`config.mk`:
```
export PLATFORM = sky130hd
export DESIGN_NAME = ppu_top
export DESIGN_NICKNAME = d
export VERILOG_FILES = /design/src/logic/ppu_timing_pkg.sv /design/src/logic/ppu_reg_pkg.sv /design/src/logic/ppu_timing.sv /design/src/logic/ppu_regs.sv /design/src/logic/ppu_bg_fetch.sv /design/src/logic/ppu_bg_shifter.sv /design/src/logic/ppu_palette.sv /design/src/logic/ppu_top.sv
export SDC_FILE = /design/constraint.sdc
export NUM_CORES = 1
export LEC_CHECK = 0
export CORE_ASPECT_RATIO = 2
export CORE_MARGIN = 2
export CORE_UTILIZATION = 57
export CTS_CLUSTER_SIZE = 14
export DETAILED_ROUTE_END_ITERATION = 7
export DONT_BUFFER_PORTS = 1
export PLACE_DENSITY = 0.7
export SLEW_MARGIN = 0
export SYNTH_ARGS = -nofsm -noshare
export SYNTH_HDL_FRONTEND = slang
export SYNTH_SLANG_ARGS = --single-unit
```
`constraint.sdc`:
```
create_clock -name clk -period 3.9 [get_ports clk]
set_clock_uncertainty 0.2 [all_clocks]
set_input_delay 0.195 -clock clk [delete_from_list [all_inputs] [get_ports clk]]
set_output_delay 0.195 -clock clk [all_outputs]
set_load 0.005 [all_outputs]
```
`src/logic/ppu_timing_pkg.sv`:
```
package ppu_timing_pkg;

    // raster geometry, counted in dots and scanlines
    localparam int raster_dots_per_line = 341;
    localparam int raster_last_line     = 260;     // last line of vertical blank

    // pre-render line is the all-ones line number
    localparam logic [8:0] raster_prerender_line = 9'h1ff;
    localparam logic [8:0] raster_vblank_line    = 9'd240;

    localparam int raster_visible_dots = 256;

    // the next line's first two tiles are fetched inside this window
    localparam int raster_prefetch_first = 320;
    localparam int raster_prefetch_end   = 336;

    // each tile takes four two-dot fetch slots
    typedef enum logic [1:0] {
        fetch_nametable  = 2'd0,
        fetch_attribute  = 2'd1,
        fetch_pattern_lo = 2'd2,
        fetch_pattern_hi = 2'd3
    } fetch_phase_t;

endpackage

```
`src/logic/ppu_reg_pkg.sv`:
```
package ppu_reg_pkg;

    // register number on the cpu bus
    typedef enum logic [2:0] {
        reg_ctrl     = 3'd0,
        reg_mask     = 3'd1,
        reg_status   = 3'd2,
        reg_oam_addr = 3'd3,    // decoded, no object memory behind it
        reg_oam_data = 3'd4,
        reg_scroll   = 3'd5,
        reg_addr     = 3'd6,
        reg_data     = 3'd7
    } ppu_reg_t;

    // control register bits
    localparam int ctrl_inc32_bit    = 2;   // data port steps by 32 instead of 1
    localparam int ctrl_bg_table_bit = 4;   // background pattern table
    localparam int ctrl_nmi_bit      = 7;

    // rendering is on when either of these is set
    localparam int mask_render_lo = 3;
    localparam int mask_render_hi = 4;

    localparam logic [5:0] palette_page = 6'h3f;    // 3F00 and up

endpackage

```
`src/logic/ppu_timing.sv`:
```
`timescale 1ns/1ps

module ppu_timing
    import ppu_timing_pkg::*;
(
    input  logic       clk,
    input  logic       reset,
    input  logic       rendering_on,
    input  logic       status_read,
    output logic [8:0] cycle,
    output logic [8:0] scanline,
    output logic       vblank,
    output logic       render_line
);

    logic odd_frame;
    logic line_end;
    logic frame_end;

    // odd frames drop the last dot of the pre-render line while rendering
    assign line_end = (odd_frame && rendering_on && scanline == raster_prerender_line) ?
                      (cycle == raster_dots_per_line - 2) :
                      (cycle == raster_dots_per_line - 1);

    assign frame_end = line_end && (scanline == raster_last_line);

    always_ff @(posedge clk) begin
        if (reset) begin
            cycle     <= 9'd0;
            scanline  <= 9'd0;
            odd_frame <= 1'b0;
            vblank    <= 1'b1;
        end else begin
            cycle <= line_end ? 9'd0 : cycle + 9'd1;
            if (line_end) begin
                // 511 + 1 rolls over to line 0
                scanline <= frame_end ? raster_prerender_line : scanline + 9'd1;
            end
            if (frame_end) begin
                odd_frame <= ~odd_frame;
            end

            if (line_end && scanline == raster_vblank_line) begin
                vblank <= 1'b1;
            end else if (frame_end || status_read) begin
                vblank <= 1'b0;
            end
        end
    end

    // lines that fetch background tiles
    assign render_line = rendering_on && !vblank && (scanline != raster_vblank_line);

    a_cycle_range: assert property (
        @(posedge clk) disable iff (reset)
        cycle <= raster_dots_per_line - 1
    ) else $error("dot counter passed the end of the line: %0d", cycle);

endmodule

```
`src/logic/ppu_regs.sv`:
```
`timescale 1ns/1ps

module ppu_regs
    import ppu_reg_pkg::*;
#(
    parameter int vram_addr_w = 14
) (
    input  logic                   clk,
    input  logic                   reset,
    input  ppu_reg_t               ain,
    input  logic [7:0]             din,
    input  logic                   read,
    input  logic                   write,
    input  logic                   vblank,
    output logic [7:0]             dout,
    output logic [7:0]             ctrl,
    output logic [7:0]             mask,
    output logic [15:0]            scroll,
    output logic [vram_addr_w-1:0] cpu_addr,
    output logic                   cpu_access,
    output logic                   status_read,
    output logic                   vram_w,
    output logic                   cpu_vram_r,
    output logic                   pal_we,
    output logic [4:0]             pal_index,
    output logic [5:0]             pal_data
);

    logic                   w_toggle;   // first or second byte of scroll and addr
    logic [vram_addr_w-1:0] addr;
    logic [vram_addr_w-1:0] addr_step;
    logic                   in_palette;

    assign addr_step  = ctrl[ctrl_inc32_bit] ? vram_addr_w'(32) : vram_addr_w'(1);
    assign in_palette = (addr[vram_addr_w-1 -: 6] == palette_page);

    assign cpu_access  = (ain == reg_data) && (read || write);
    assign cpu_addr    = addr;
    assign cpu_vram_r  = (ain == reg_data) && read;
    assign status_read = (ain == reg_status) && read;

    // data port writes go either to vram or to the palette
    assign vram_w    = (ain == reg_data) && write && !in_palette;
    assign pal_we    = (ain == reg_data) && write && in_palette;
    assign pal_index = addr[4:0];
    assign pal_data  = din[5:0];

    assign dout = status_read ? {vblank, 7'd0} : 8'd0;

    always_ff @(posedge clk) begin
        if (reset) begin
            ctrl     <= 8'd0;
            mask     <= 8'd0;
            scroll   <= 16'd0;
            addr     <= '0;
            w_toggle <= 1'b0;
        end else begin
            if (write) begin
                case (ain)
                    reg_ctrl: ctrl <= din;
                    reg_mask: mask <= din;
                    reg_scroll: begin
                        if (!w_toggle) begin
                            scroll[15:8] <= din;    // x first
                        end else begin
                            scroll[7:0] <= din;
                        end
                        w_toggle <= ~w_toggle;
                    end
                    reg_addr: begin
                        if (!w_toggle) begin
                            addr[vram_addr_w-1:8] <= din[vram_addr_w-9:0];
                        end else begin
                            addr[7:0] <= din;
                        end
                        w_toggle <= ~w_toggle;
                    end
                    reg_status, reg_oam_addr, reg_oam_data, reg_data: ;
                endcase
            end
            if (cpu_access) begin
                addr <= addr + addr_step;   // auto-increment after each data access
            end
            if (status_read) begin
                w_toggle <= 1'b0;
            end
        end
    end

    a_one_target: assert property (
        @(posedge clk) disable iff (reset)
        !(vram_w && pal_we)
    ) else $error("data port write went to vram and palette at once");

endmodule

```
`src/logic/ppu_bg_fetch.sv`:
```
`timescale 1ns/1ps

module ppu_bg_fetch
    import ppu_timing_pkg::*;
    import ppu_reg_pkg::*;
#(
    parameter int vram_addr_w = 14
) (
    input  logic                   clk,
    input  logic                   reset,
    input  logic [8:0]             cycle,
    input  logic [8:0]             scanline,
    input  logic                   render_line,
    input  logic [7:0]             ctrl,
    input  logic [15:0]            scroll,
    input  logic [vram_addr_w-1:0] cpu_addr,
    input  logic                   cpu_access,
    input  logic [7:0]             vram_din,
    output logic [vram_addr_w-1:0] vram_a,
    output logic                   bg_vram_r,
    output logic                   tile_load,
    output logic [7:0]             pat_lo,
    output logic [7:0]             pat_hi,
    output logic [1:0]             attr
);

    logic [4:0]             coarse_x;
    logic [2:0]             fine_x;
    logic [7:0]             scroll_y;
    logic [1:0]             nt_sel;     // nametable, bit 0 horizontal
    logic [7:0]             nt_byte;
    logic [8:0]             cyc_m1;
    fetch_phase_t           slot;
    logic                   in_fetch;
    logic [vram_addr_w-1:0] bg_a;

    assign cyc_m1   = cycle - 9'd1;
    assign slot     = fetch_phase_t'(cyc_m1[2:1]);
    assign in_fetch = (cycle >= 9'd1 && cycle <= raster_visible_dots) ||
                      (cycle > raster_prefetch_first && cycle <= raster_prefetch_end);

    always_comb begin
        case (slot)
            fetch_nametable:
                bg_a = vram_addr_w'({2'b10, nt_sel, scroll_y[7:3], coarse_x});
            fetch_attribute:
                bg_a = vram_addr_w'({2'b10, nt_sel, 4'b1111, scroll_y[7:5], coarse_x[4:2]});
            fetch_pattern_lo:
                bg_a = vram_addr_w'({1'b0, ctrl[ctrl_bg_table_bit], nt_byte, 1'b0, scroll_y[2:0]});
            fetch_pattern_hi:
                bg_a = vram_addr_w'({1'b0, ctrl[ctrl_bg_table_bit], nt_byte, 1'b1, scroll_y[2:0]});
        endcase
    end

    // cpu data port wins the bus
    assign vram_a    = cpu_access ? cpu_addr : bg_a;
    assign bg_vram_r = render_line && in_fetch && cycle[0] && !cpu_access;

    always_ff @(posedge clk) begin
        if (reset) begin
            coarse_x <= 5'd0;
            fine_x   <= 3'd0;
            scroll_y <= 8'd0;
            nt_sel   <= 2'd0;
        end else if (render_line) begin
            if (in_fetch) begin
                fine_x <= fine_x + 3'd1;
                if (fine_x == 3'd7) begin
                    coarse_x <= coarse_x + 5'd1;
                    if (coarse_x == 5'd31) begin
                        nt_sel[0] <= ~nt_sel[0];    // wrap into the next nametable
                    end
                end
            end
            if (cycle == 9'd251) begin
                if (scroll_y == raster_vblank_line - 1) begin
                    scroll_y  <= 8'd0;
                    nt_sel[1] <= ~nt_sel[1];
                end else begin
                    scroll_y <= scroll_y + 8'd1;
                end
            end
            if (cycle == raster_prefetch_first) begin
                coarse_x  <= scroll[15:11];
                fine_x    <= scroll[10:8];
                nt_sel[0] <= ctrl[0];
            end
            // full reload ahead of the frame
            if (scanline == raster_prerender_line && cycle == raster_prefetch_first - 1) begin
                coarse_x <= scroll[15:11];
                fine_x   <= scroll[10:8];
                scroll_y <= scroll[7:0];
                nt_sel   <= ctrl[1:0];
            end
        end
    end

    // vram_din answers the read of the previous dot
    always_ff @(posedge clk) begin
        if (render_line && in_fetch && !cycle[0]) begin
            case (slot)
                fetch_nametable:  nt_byte <= vram_din;
                fetch_attribute:  attr <= vram_din[{scroll_y[4], coarse_x[1], 1'b0} +: 2];
                fetch_pattern_lo: pat_lo <= vram_din;
                fetch_pattern_hi: pat_hi <= vram_din;
            endcase
        end
    end

    always_ff @(posedge clk) begin
        if (reset) begin
            tile_load <= 1'b0;
        end else begin
            tile_load <= render_line && in_fetch && !cycle[0] && (slot == fetch_pattern_hi);
        end
    end

endmodule

```
`src/logic/ppu_bg_shifter.sv`:
```
`timescale 1ns/1ps

module ppu_bg_shifter
    import ppu_timing_pkg::*;
(
    input  logic       clk,
    input  logic       reset,
    input  logic [8:0] cycle,
    input  logic       tile_load,
    input  logic [7:0] pat_lo,
    input  logic [7:0] pat_hi,
    input  logic [1:0] attr,
    output logic [3:0] pixel_index
);

    logic [15:0] pat_lo_sr;
    logic [15:0] pat_hi_sr;
    logic [7:0]  attr_lo_sr;
    logic [7:0]  attr_hi_sr;
    logic [1:0]  attr_q;        // serial feed for the attribute shifters
    logic        shift_en;

    // leftmost pixel is bit 7 of a pattern byte and leaves the shifter first
    function automatic logic [7:0] bit_rev(input logic [7:0] b);
        logic [7:0] r;
        for (int i = 0; i < 8; i++) begin
            r[i] = b[7 - i];
        end
        return r;
    endfunction

    // shifting trails the fetch window by one dot, tile_load lands on the group boundary
    assign shift_en = (cycle > 9'd1 && cycle <= raster_visible_dots + 1) ||
                      (cycle > raster_prefetch_first + 1 && cycle <= raster_prefetch_end + 1);

    always_ff @(posedge clk) begin
        if (reset) begin
            pat_lo_sr  <= 16'd0;
            pat_hi_sr  <= 16'd0;
            attr_lo_sr <= 8'd0;
            attr_hi_sr <= 8'd0;
            attr_q     <= 2'd0;
        end else if (shift_en) begin
            if (tile_load) begin
                pat_lo_sr <= {bit_rev(pat_lo), pat_lo_sr[8:1]};  // next tile into the top half
                pat_hi_sr <= {bit_rev(pat_hi), pat_hi_sr[8:1]};
                attr_q    <= attr;
            end else begin
                pat_lo_sr <= {1'b0, pat_lo_sr[15:1]};
                pat_hi_sr <= {1'b0, pat_hi_sr[15:1]};
            end
            attr_lo_sr <= {attr_q[0], attr_lo_sr[7:1]};
            attr_hi_sr <= {attr_q[1], attr_hi_sr[7:1]};
        end
    end

    assign pixel_index = {attr_hi_sr[0], attr_lo_sr[0], pat_hi_sr[0], pat_lo_sr[0]};

endmodule

```
`src/logic/ppu_palette.sv`:
```
`timescale 1ns/1ps

module ppu_palette #(
    parameter int palette_depth = 32
) (
    input  logic       clk,
    input  logic       pal_we,
    input  logic [4:0] pal_index,
    input  logic [5:0] pal_data,
    input  logic [3:0] pixel_index,
    output logic [5:0] color
);

    logic [5:0] pal_mem [palette_depth];
    logic       mirror_slot;

    // entries 4, 8 and 12 of each half mirror the backdrop and keep no value
    assign mirror_slot = (pal_index[1:0] == 2'b00) && (pal_index[3:2] != 2'b00);

    always_ff @(posedge clk) begin
        if (pal_we && !mirror_slot) begin
            pal_mem[pal_index] <= pal_data;
        end
    end

    // background uses the lower half only
    always_ff @(posedge clk) begin
        color <= pal_mem[{1'b0, pixel_index}];
    end

endmodule

```
`src/logic/ppu_top.sv`:
```
`timescale 1ns/1ps

module ppu_top
    import ppu_reg_pkg::*;
#(
    parameter int vram_addr_w   = 14,
    parameter int palette_depth = 32
) (
    input  logic                   clk,
    input  logic                   reset,
    input  ppu_reg_t               ain,
    input  logic [7:0]             din,
    input  logic                   read,
    input  logic                   write,
    output logic [7:0]             dout,
    output logic                   nmi,
    output logic                   vram_r,
    output logic                   vram_w,
    output logic [vram_addr_w-1:0] vram_a,
    input  logic [7:0]             vram_din,
    output logic [7:0]             vram_dout,
    output logic [8:0]             scanline,
    output logic [8:0]             cycle,
    output logic [5:0]             color
);

    logic                   vblank;
    logic                   render_line;
    logic                   rendering_on;
    logic                   status_read;
    logic [7:0]             ctrl;
    logic [7:0]             mask;
    logic [15:0]            scroll;
    logic [vram_addr_w-1:0] cpu_addr;
    logic                   cpu_access;
    logic                   cpu_vram_r;
    logic                   bg_vram_r;
    logic                   pal_we;
    logic [4:0]             pal_index;
    logic [5:0]             pal_data;
    logic                   tile_load;
    logic [7:0]             pat_lo;
    logic [7:0]             pat_hi;
    logic [1:0]             attr;
    logic [3:0]             pixel_index;

    assign rendering_on = mask[mask_render_lo] | mask[mask_render_hi];
    assign nmi          = vblank && ctrl[ctrl_nmi_bit];
    assign vram_r       = bg_vram_r | cpu_vram_r;
    assign vram_dout    = din;      // data port writes go straight out

    ppu_timing i_ppu_timing (
        .clk          (clk),
        .reset        (reset),
        .rendering_on (rendering_on),
        .status_read  (status_read),
        .cycle        (cycle),
        .scanline     (scanline),
        .vblank       (vblank),
        .render_line  (render_line)
    );

    ppu_regs #(
        .vram_addr_w (vram_addr_w)
    ) i_ppu_regs (
        .clk         (clk),
        .reset       (reset),
        .ain         (ain),
        .din         (din),
        .read        (read),
        .write       (write),
        .vblank      (vblank),
        .dout        (dout),
        .ctrl        (ctrl),
        .mask        (mask),
        .scroll      (scroll),
        .cpu_addr    (cpu_addr),
        .cpu_access  (cpu_access),
        .status_read (status_read),
        .vram_w      (vram_w),
        .cpu_vram_r  (cpu_vram_r),
        .pal_we      (pal_we),
        .pal_index   (pal_index),
        .pal_data    (pal_data)
    );

    ppu_bg_fetch #(
        .vram_addr_w (vram_addr_w)
    ) i_ppu_bg_fetch (
        .clk         (clk),
        .reset       (reset),
        .cycle       (cycle),
        .scanline    (scanline),
        .render_line (render_line),
        .ctrl        (ctrl),
        .scroll      (scroll),
        .cpu_addr    (cpu_addr),
        .cpu_access  (cpu_access),
        .vram_din    (vram_din),
        .vram_a      (vram_a),
        .bg_vram_r   (bg_vram_r),
        .tile_load   (tile_load),
        .pat_lo      (pat_lo),
        .pat_hi      (pat_hi),
        .attr        (attr)
    );

    ppu_bg_shifter i_ppu_bg_shifter (
        .clk         (clk),
        .reset       (reset),
        .cycle       (cycle),
        .tile_load   (tile_load),
        .pat_lo      (pat_lo),
        .pat_hi      (pat_hi),
        .attr        (attr),
        .pixel_index (pixel_index)
    );

    ppu_palette #(
        .palette_depth (palette_depth)
    ) i_ppu_palette (
        .clk         (clk),
        .pal_we      (pal_we),
        .pal_index   (pal_index),
        .pal_data    (pal_data),
        .pixel_index (pixel_index),
        .color       (color)
    );

endmodule

```
# Word-level counts from Yosys, hierarchy flattened
# Memories as Yosys holds them, arrays and structs flattened. A register that Yosys moved wholly into a read port is not among the register bits.
# Cells that the tools add are included.
[op_classes] n_addsub=7 n_lt_le_gt_ge=8 eq_ne=22 shift=1 mux=32 bitwise_logic=6 reduce_logical=67
[ops] cell="two-way mux 14 bit" count=4
[ops] cell="one-hot mux 14 bit (4 select lines)" count=1
[ops] cell="== test 9 bit (second input constant)" count=6
[ops] cell="two-way mux 8 bit" count=5
[ops] cell="less-or-equal comparator 9 bit (second input constant)" count=4
[ops] cell="two-way mux 16 bit" count=2
[ops] cell="logical AND 1 bit" count=25
[ops] cell="two-way mux 5 bit" count=4
[ops] cell="AND reduction 2 bit" count=10
[ops] cell="adder 9 x 1 -> 9 bit (second input constant)" count=2
[ops] cell="== test 9 x 8 -> 1 bit (second input constant)" count=2
[ops] cell="> comparator 9 bit (second input constant)" count=2
[ops] cell="AND reduction 3 bit" count=6
[ops] cell="adder 14 bit" count=1
[ops] cell="== test 3 bit (second input constant)" count=4
[ops] cell="two-way mux 6 bit" count=2
[ops] cell="nonzero test 2 bit" count=6
[ops] cell="greater-or-equal comparator 9 x 1 -> 1 bit (second input constant)" count=1
[ops] cell="> comparator 9 x 1 -> 1 bit (second input constant)" count=1
[ops] cell="two-way mux 1 bit" count=9
[ops] cell="two-way mux 3 bit" count=3
[ops] cell="two-way mux 9 bit" count=1
[ops] cell="inequality test 9 x 8 -> 1 bit (second input constant)" count=1
[ops] cell="nonzero test 3 bit" count=3
[ops] cell="other kinds (22)" count=38
[word_totals] regBits=159 ram_bits=192 out_inout_bits=57 wordCells=170 memories=1
[mem_list] name="i_ppu_palette.pal_mem" depth=32 word_bits=6 read_ports=1 rd_ports_with_merged_regs=1 write_ports=1 line="ppu_palette.sv:14" source="logic [5:0] pal_mem [palette_depth];"

# Depth between registers and ports, before layout
[logic_depth] ltp_word=7 ltp_mapped=11 mapped_depth_nobuf=9

# By module
# Synthesis repeated with hierarchy kept, for this count alone.
[hier_totals] cells_unflattened=1096 area_unflattened_um2=12281.8
[by_module_without_submodules] mod="ppu_palette" n_inst=1 cells_each=176 area_each_um2=3896.2
[by_module_without_submodules] mod="ppu_bg_fetch" n_inst=1 cells_each=266 area_each_um2=2557.5
[by_module_without_submodules] mod="ppu_bg_shifter" n_inst=1 cells_each=270 area_each_um2=2394.8
[by_module_without_submodules] mod="ppu_regs" n_inst=1 cells_each=255 area_each_um2=2277.2
[by_module_without_submodules] mod="ppu_timing" n_inst=1 cells_each=118 area_each_um2=1077.3
[by_module_without_submodules] mod="ppu_top" n_inst=1 cells_each=11 area_each_um2=78.8

# Least setup slack after synthesis
# Ideal clock, no wire load.
[synth_path] kind="reg-to-reg" startpoint="register i_ppu_timing.cycle[0]" endpoint="register i_ppu_bg_fetch.nt_byte[0], enable pin" setup_time_ns=0.395 arrival_ns=2.474 slack_ns=0.831 path_stages_with_launch=8 n_path_buf=3 cell_sequence="dfxtp_1 > clkbuf_1 > inv_1 > ha_1 > xor2_1 > clkbuf_1 > clkbuf_1 > nor4_1"
[synth_between] elab_chain_len=6 elab_cells_between_ends=13 classes_between="add/sub: 1; order compare: 4; reduce/logical: 8"
[synth_rtl] element="start: declaration" line="ppu_timing.sv:10" source="output logic [8:0] cycle,"
[synth_rtl] element="start signal: assignment" line="ppu_timing.sv:34" source="cycle <= line_end ? 9'd0 : cycle + 9'd1;"
[synth_rtl] element="greater-or-equal comparator 9 x 1 -> 1 bit, or another cell as far along" line="ppu_bg_fetch.sv:39" source="assign in_fetch = (cycle >= 9'd1 && cycle <= raster_visible_dots) ||"
[synth_rtl] element="logical AND 1 bit (on tied branches)" line="ppu_bg_fetch.sv:39, ppu_bg_fetch.sv:40"
[synth_rtl] element="logical OR 1 bit" line="ppu_bg_fetch.sv:39"
[synth_rtl] element="logical AND 1 bit (2 in a row)" line="ppu_bg_fetch.sv:100" source="if (render_line && in_fetch && !cycle[0]) begin"
[synth_rtl] element="AND reduction 2 bit (no line) (*)"
[synth_rtl] element="end signal: assignment" line="ppu_bg_fetch.sv:102" source="fetch_nametable: nt_byte <= vram_din;"
[synth_rtl] element="end: declaration" line="ppu_bg_fetch.sv:31" source="logic [7:0] nt_byte;"
# Every way passes the cells marked *; elsewhere a longest branch is shown, timed or not.
# A chain may end at the register's enable or synchronous reset.

# Final worst setup path
[layout_path] startpoint="register i_ppu_timing.scanline[0]" endpoint="register i_ppu_bg_fetch.scroll_y[4]"
[layout_between] elab_chain_len=4 elab_cells_between_ends=7 classes_between="eq/ne: 2; mux: 1; reduce/logical: 4"
[layout_rtl] element="start: declaration" line="ppu_timing.sv:11" source="output logic [8:0] scanline,"
[layout_rtl] element="start signal: assignment" line="ppu_timing.sv:37" source="scanline <= frame_end ? raster_prerender_line : scanline + 9'd1;"
[layout_rtl] element="== test 9 bit" line="ppu_bg_fetch.sv:89" source="if (scanline == raster_prerender_line && cycle == raster_prefetch_first - 1) begin"
[layout_rtl] element="logical AND 1 bit" line="ppu_bg_fetch.sv:89"
[layout_rtl] element="nonzero test 2 bit (no line)"
[layout_rtl] element="AND reduction 2 bit (no line)"
[layout_rtl] element="end signal: assignment" line="ppu_bg_fetch.sv:80" source="scroll_y <= scroll_y + 8'd1;"
[layout_rtl] element="end signal: assignment" line="ppu_bg_fetch.sv:92" source="scroll_y <= scroll[7:0];"
[layout_rtl] element="end: declaration" line="ppu_bg_fetch.sv:29" source="logic [7:0] scroll_y;"
# Several ways; a longest one is shown, not always the timed one.

==> Flow_metrics.wiki <==
{| class="wikitable"
! Metric !! Value
|-
| Result of the run || complete, no violations
|-
| Sequential cell area || 6330 um^2
|-
| Max Cap Violations || 0
|-
| Clock period minus final worst setup slack || 3.49 ns
|-
| Share of the synthesized area in the top cell type || 32.0%
|-
| Unrepaired setup endpoints after global routing || no
|-
| Most common flop cell mapped by yosys || sky130_fd_sc_hd__dfxtp_1
|-
| Total of endpoints with negative setup slack in the final report || 0
|-
| Die outline area || 21300 um^2
|-
| Die height || 204 um
|-
| Class of the worst hold path || primary input to flip-flop
|-
| Sequence of cells on the critical path || ha_1 > nand3_1 > nor2_1 > ha_1 > nor4bb_1 > and4_1 > buf_4 > o21a_1 > o21ai_0 > a21oi_1 > dlygate4sd3_1
|-
| Layout net count || 1058
|-
| Part of the Yosys area used for sequential elements || 55.3%
|-
| Aggregate global-route resource usage || 27.3%
|-
| Logic pwr share || 7.5%
|-
| Largest net degree at the start of global routing || 81
|-
| Iteration-0 DRC count of the detailed router || 465
|-
| Core Footprint || 19800 um^2
|-
| Final number of max-transition violations || 0
|-
| Final Util || 63.9%
|-
| Static leakage || 4.29 nW
|-
| Num Clock Sinks || 255
|-
| Fmax || 0.287 GHz
|-
| Post-synthesis register bit count || 255
|-
| IR drop worst, VDD || 342 uV
|-
| Final Wtd Congestion || 0.890
|-
| Mapped Cells || 1000
|-
| Count of synthesis-stage warnings from yosys || 0
|-
| Number of vias per cell || 6.08
|-
| Count of port buffers added during placement || 0
|-
| Total via count in the routed design || 7899
|-
| Number of global-route vias before repair || 7876
|-
| Horiz. Die Dim || 104 um
|-
| Number of routed nets with antenna violations || 0
|-
| Detailed placer's ending HPWL || 20.1 mm
|-
| Remaining global-route overflow || 0
|-
| Final hold violation count || 0
|-
| 1st-pass router iterations || 5
|-
| Data arrival, critical path || 3.74 ns
|-
| Starting density of the core || 57.7%
|-
| WS Path Type || flip-flop to flip-flop
|-
| Crit path buf inv count || 2
|-
| DRC violations left || 0
|-
| Data required time of the worst path || 4.15 ns
|-
| Cts hold-fix bufs || 31
|-
| Multi-input combinational cell area || 4750 um^2
|-
| Final period util || 89.5%
|-
| Clock Tree Root || sky130_fd_sc_hd__clkbuf_16
|-
| Overall power || 5.38 mW
|-
| Number of antenna violations at the first check in global routing || 4
|-
| Post-Syn Area per Cell || 11.4 um^2
|-
| Share of total power consumed by net switching || 23.0%
|-
| Number of setup buffers added after CTS || 0
|-
| Wire length per cell || 22.2 um
|-
| Filler cell count || 1600
|-
| Count of pins on the block boundary || 80
|-
| Clock power frac || 38.7%
|-
| Worst slew margin relative to its limit || 31.7%
|-
| Crit end category || flip-flop
|-
| CP Max Fanout || 28
|-
| Number of levels the H-tree was split into || 1
|-
| Total standard cell area after synthesis || 11400 um^2
|-
| Worst Tran Pin Value || 1.01 ns
|-
| Count of flip-flops with a built-in enable after synthesis || 122
|-
| Cell-internal power || 4.14 mW
|-
| Clock latency of the later-clocked register in the worst-skew pair || 0.51 ns
|-
| TritonCTS Buffers || 23
|-
| Total power per unit cell area || 425 nW/um^2
|-
| Net switching power || 1.24 mW
|-
| Fraction of final layout cells with drive strength greater than 1 || 10.4%
|-
| Critical Path Max Stage Delay || 0.57 ns
|-
| Clock tree from TritonCTS || yes
|-
| Share of flip-flops with an asynchronous set or reset || 0%
|-
| WL final || 28.9 mm
|-
| Cell at the slowest stage of the critical path || sky130_fd_sc_hd__dlygate4sd3_1
|-
| Maximum clock path buffer count || 3
|-
| Leading cell types by total area after synthesis || sky130_fd_sc_hd__edfxtp_1 (32%), sky130_fd_sc_hd__dfxtp_1 (23%), sky130_fd_sc_hd__mux2i_1 (6.5%), sky130_fd_sc_hd__mux4_2 (6.3%), sky130_fd_sc_hd__nor2_1 (3.0%)
|-
| Aggregate negative setup slack || 0 ns
|-
| Number of gates resized after CTS || 0
|-
| Most area-hungry cell type in the Yosys netlist || sky130_fd_sc_hd__edfxtp_1
|-
| First-pass GRT wire length || 44.2 mm
|-
| Area added between synthesis and finish || 10.7%
|-
| Sequential Power Share || 53.8%
|-
| Crit path launch type || flip-flop
|-
| Cell family with most CP delay || simple AND/OR/NAND/NOR gates
|-
| Std-Cell Rows || 73
|-
| Cell repeated most along the worst path || sky130_fd_sc_hd__ha_1
|-
| Count of cell types in the netlist || 80
|-
| Clock-pin slew on the worst setup and hold paths || 0.07 ns
|}
[tightest hold or removal path, delay by kind of cell]
family                 cells  cell delay (ns)
AO/OA/AOI/OAI              2             0.22
buffers and inverters      1             0.21
AND/OR/NAND/NOR            2             0.08
[sequential cells by signal (all words and copies together) (netlist names), 9 cells and up]
register,flops
i_ppu_timing.scanline,9
i_ppu_regs.scroll,16
i_ppu_regs.cpu_addr,14
i_ppu_palette.pal_mem,96
i_ppu_timing.cycle,9
i_ppu_bg_shifter.pat_lo_sr,16
i_ppu_bg_shifter.pat_hi_sr,16
[kinds of logic after synthesis]
logic type | Yosys count | share of synthesized area [%]
AO/OA/AOI/OAI | 183 | 10.9
multiplexers | 108 | 13.0
flip-flops | 255 | 55.3
adder cells (fa/ha/maj) | 15 | 1.64
AND/OR/NAND/NOR | 322 | 13.9
XOR/XNOR | 14 | 1.07
other | 1 | 0.0328
buffers and inverters | 102 | 4.14
[path summary, 6_finish.rpt]
path / startpoint / endpoint / slack [ns] / depth (start not counted)
worst min-delay path: ain[1] / i_ppu_regs.cpu_addr[9] / 0.04 / 5
worst min register to register: i_ppu_bg_shifter.pat_lo_sr[7] / i_ppu_bg_shifter.pat_lo_sr[6] / 0.26 / 2
worst max-delay path: i_ppu_timing.scanline[0] / i_ppu_bg_fetch.scroll_y[4] / 0.41 / 11
worst max register to register: i_ppu_timing.scanline[0] / i_ppu_bg_fetch.scroll_y[4] / 0.41 / 11
[area by class of cell]
type | instances | share of cell area (%)
flip-flops and latches | 255 | 50.0
multi-input cells | 667 | 37.5
clock buffers | 37 | 5.12
repair buffers | 52 | 3.93
well taps | 262 | 2.59
inverters | 21 | 0.623
clock inverters | 4 | 0.198
diodes | 2 | 0.0395
[synthesized netlist by cell type, types with 21 or more instances]
cell type / count
sky130_fd_sc_hd__clkbuf_1: 45
sky130_fd_sc_hd__nand3_1: 28
sky130_fd_sc_hd__nand2_1: 90
sky130_fd_sc_hd__dfxtp_1: 133
sky130_fd_sc_hd__nor2_1: 92
sky130_fd_sc_hd__a21oi_1: 44
sky130_fd_sc_hd__a211oi_1: 22
sky130_fd_sc_hd__mux2i_1: 74
sky130_fd_sc_hd__o21ai_0: 38
sky130_fd_sc_hd__edfxtp_1: 122
sky130_fd_sc_hd__mux4_2: 32
sky130_fd_sc_hd__nor3_1: 21
[cells in the final DEF (no fill, tap or decap), types with 25 or more instances in the layout]
cell / count
sky130_fd_sc_hd__a21oi_1: 44
sky130_fd_sc_hd__conb_1: 25
sky130_fd_sc_hd__dfxtp_1: 133
sky130_fd_sc_hd__dlygate4sd3_1: 30
sky130_fd_sc_hd__edfxtp_1: 122
sky130_fd_sc_hd__mux2i_1: 74
sky130_fd_sc_hd__mux4_2: 32
sky130_fd_sc_hd__nand2_1: 90
sky130_fd_sc_hd__nand3_1: 28
sky130_fd_sc_hd__nor2_1: 92
sky130_fd_sc_hd__o21ai_0: 38
[metrics by stage]
step | instance area, um^2 | setup slack (ns) | hold slack, ns | instances
after CTS | 12700 | 0.475 | 0.00573 | 1298
final | 12700 | 0.411 | 0.0380 | 1300
after global routing | 12700 | 0.133 | 0.0979 | 1300
after global placement | 11700 | 0.810 | 0.0738 | 1226
after floorplan | 11500 | 0.831 | 0.0939 | 1024
after detailed placement | 11700 | 0.785 | 0.0746 | 1226
[power groups by stage]
stage	Sequential (mW)	Clock [mW]	Combinational (mW)
floorplan	2.93	0	0.286
global placement	2.95	0	0.326
detailed placement	2.95	0	0.331
CTS	2.89	2.12	0.403
global route	2.90	2.21	0.439
finish	2.89	2.08	0.405
[layer usage]
layer  global-route usage, %  share of wire, %
met1                    26.8                34
met2                    52.4                55
met3                    3.48               3.8
met4                    18.1               7.4
met5                       0                 0
(Power assumes the default switching activity.)
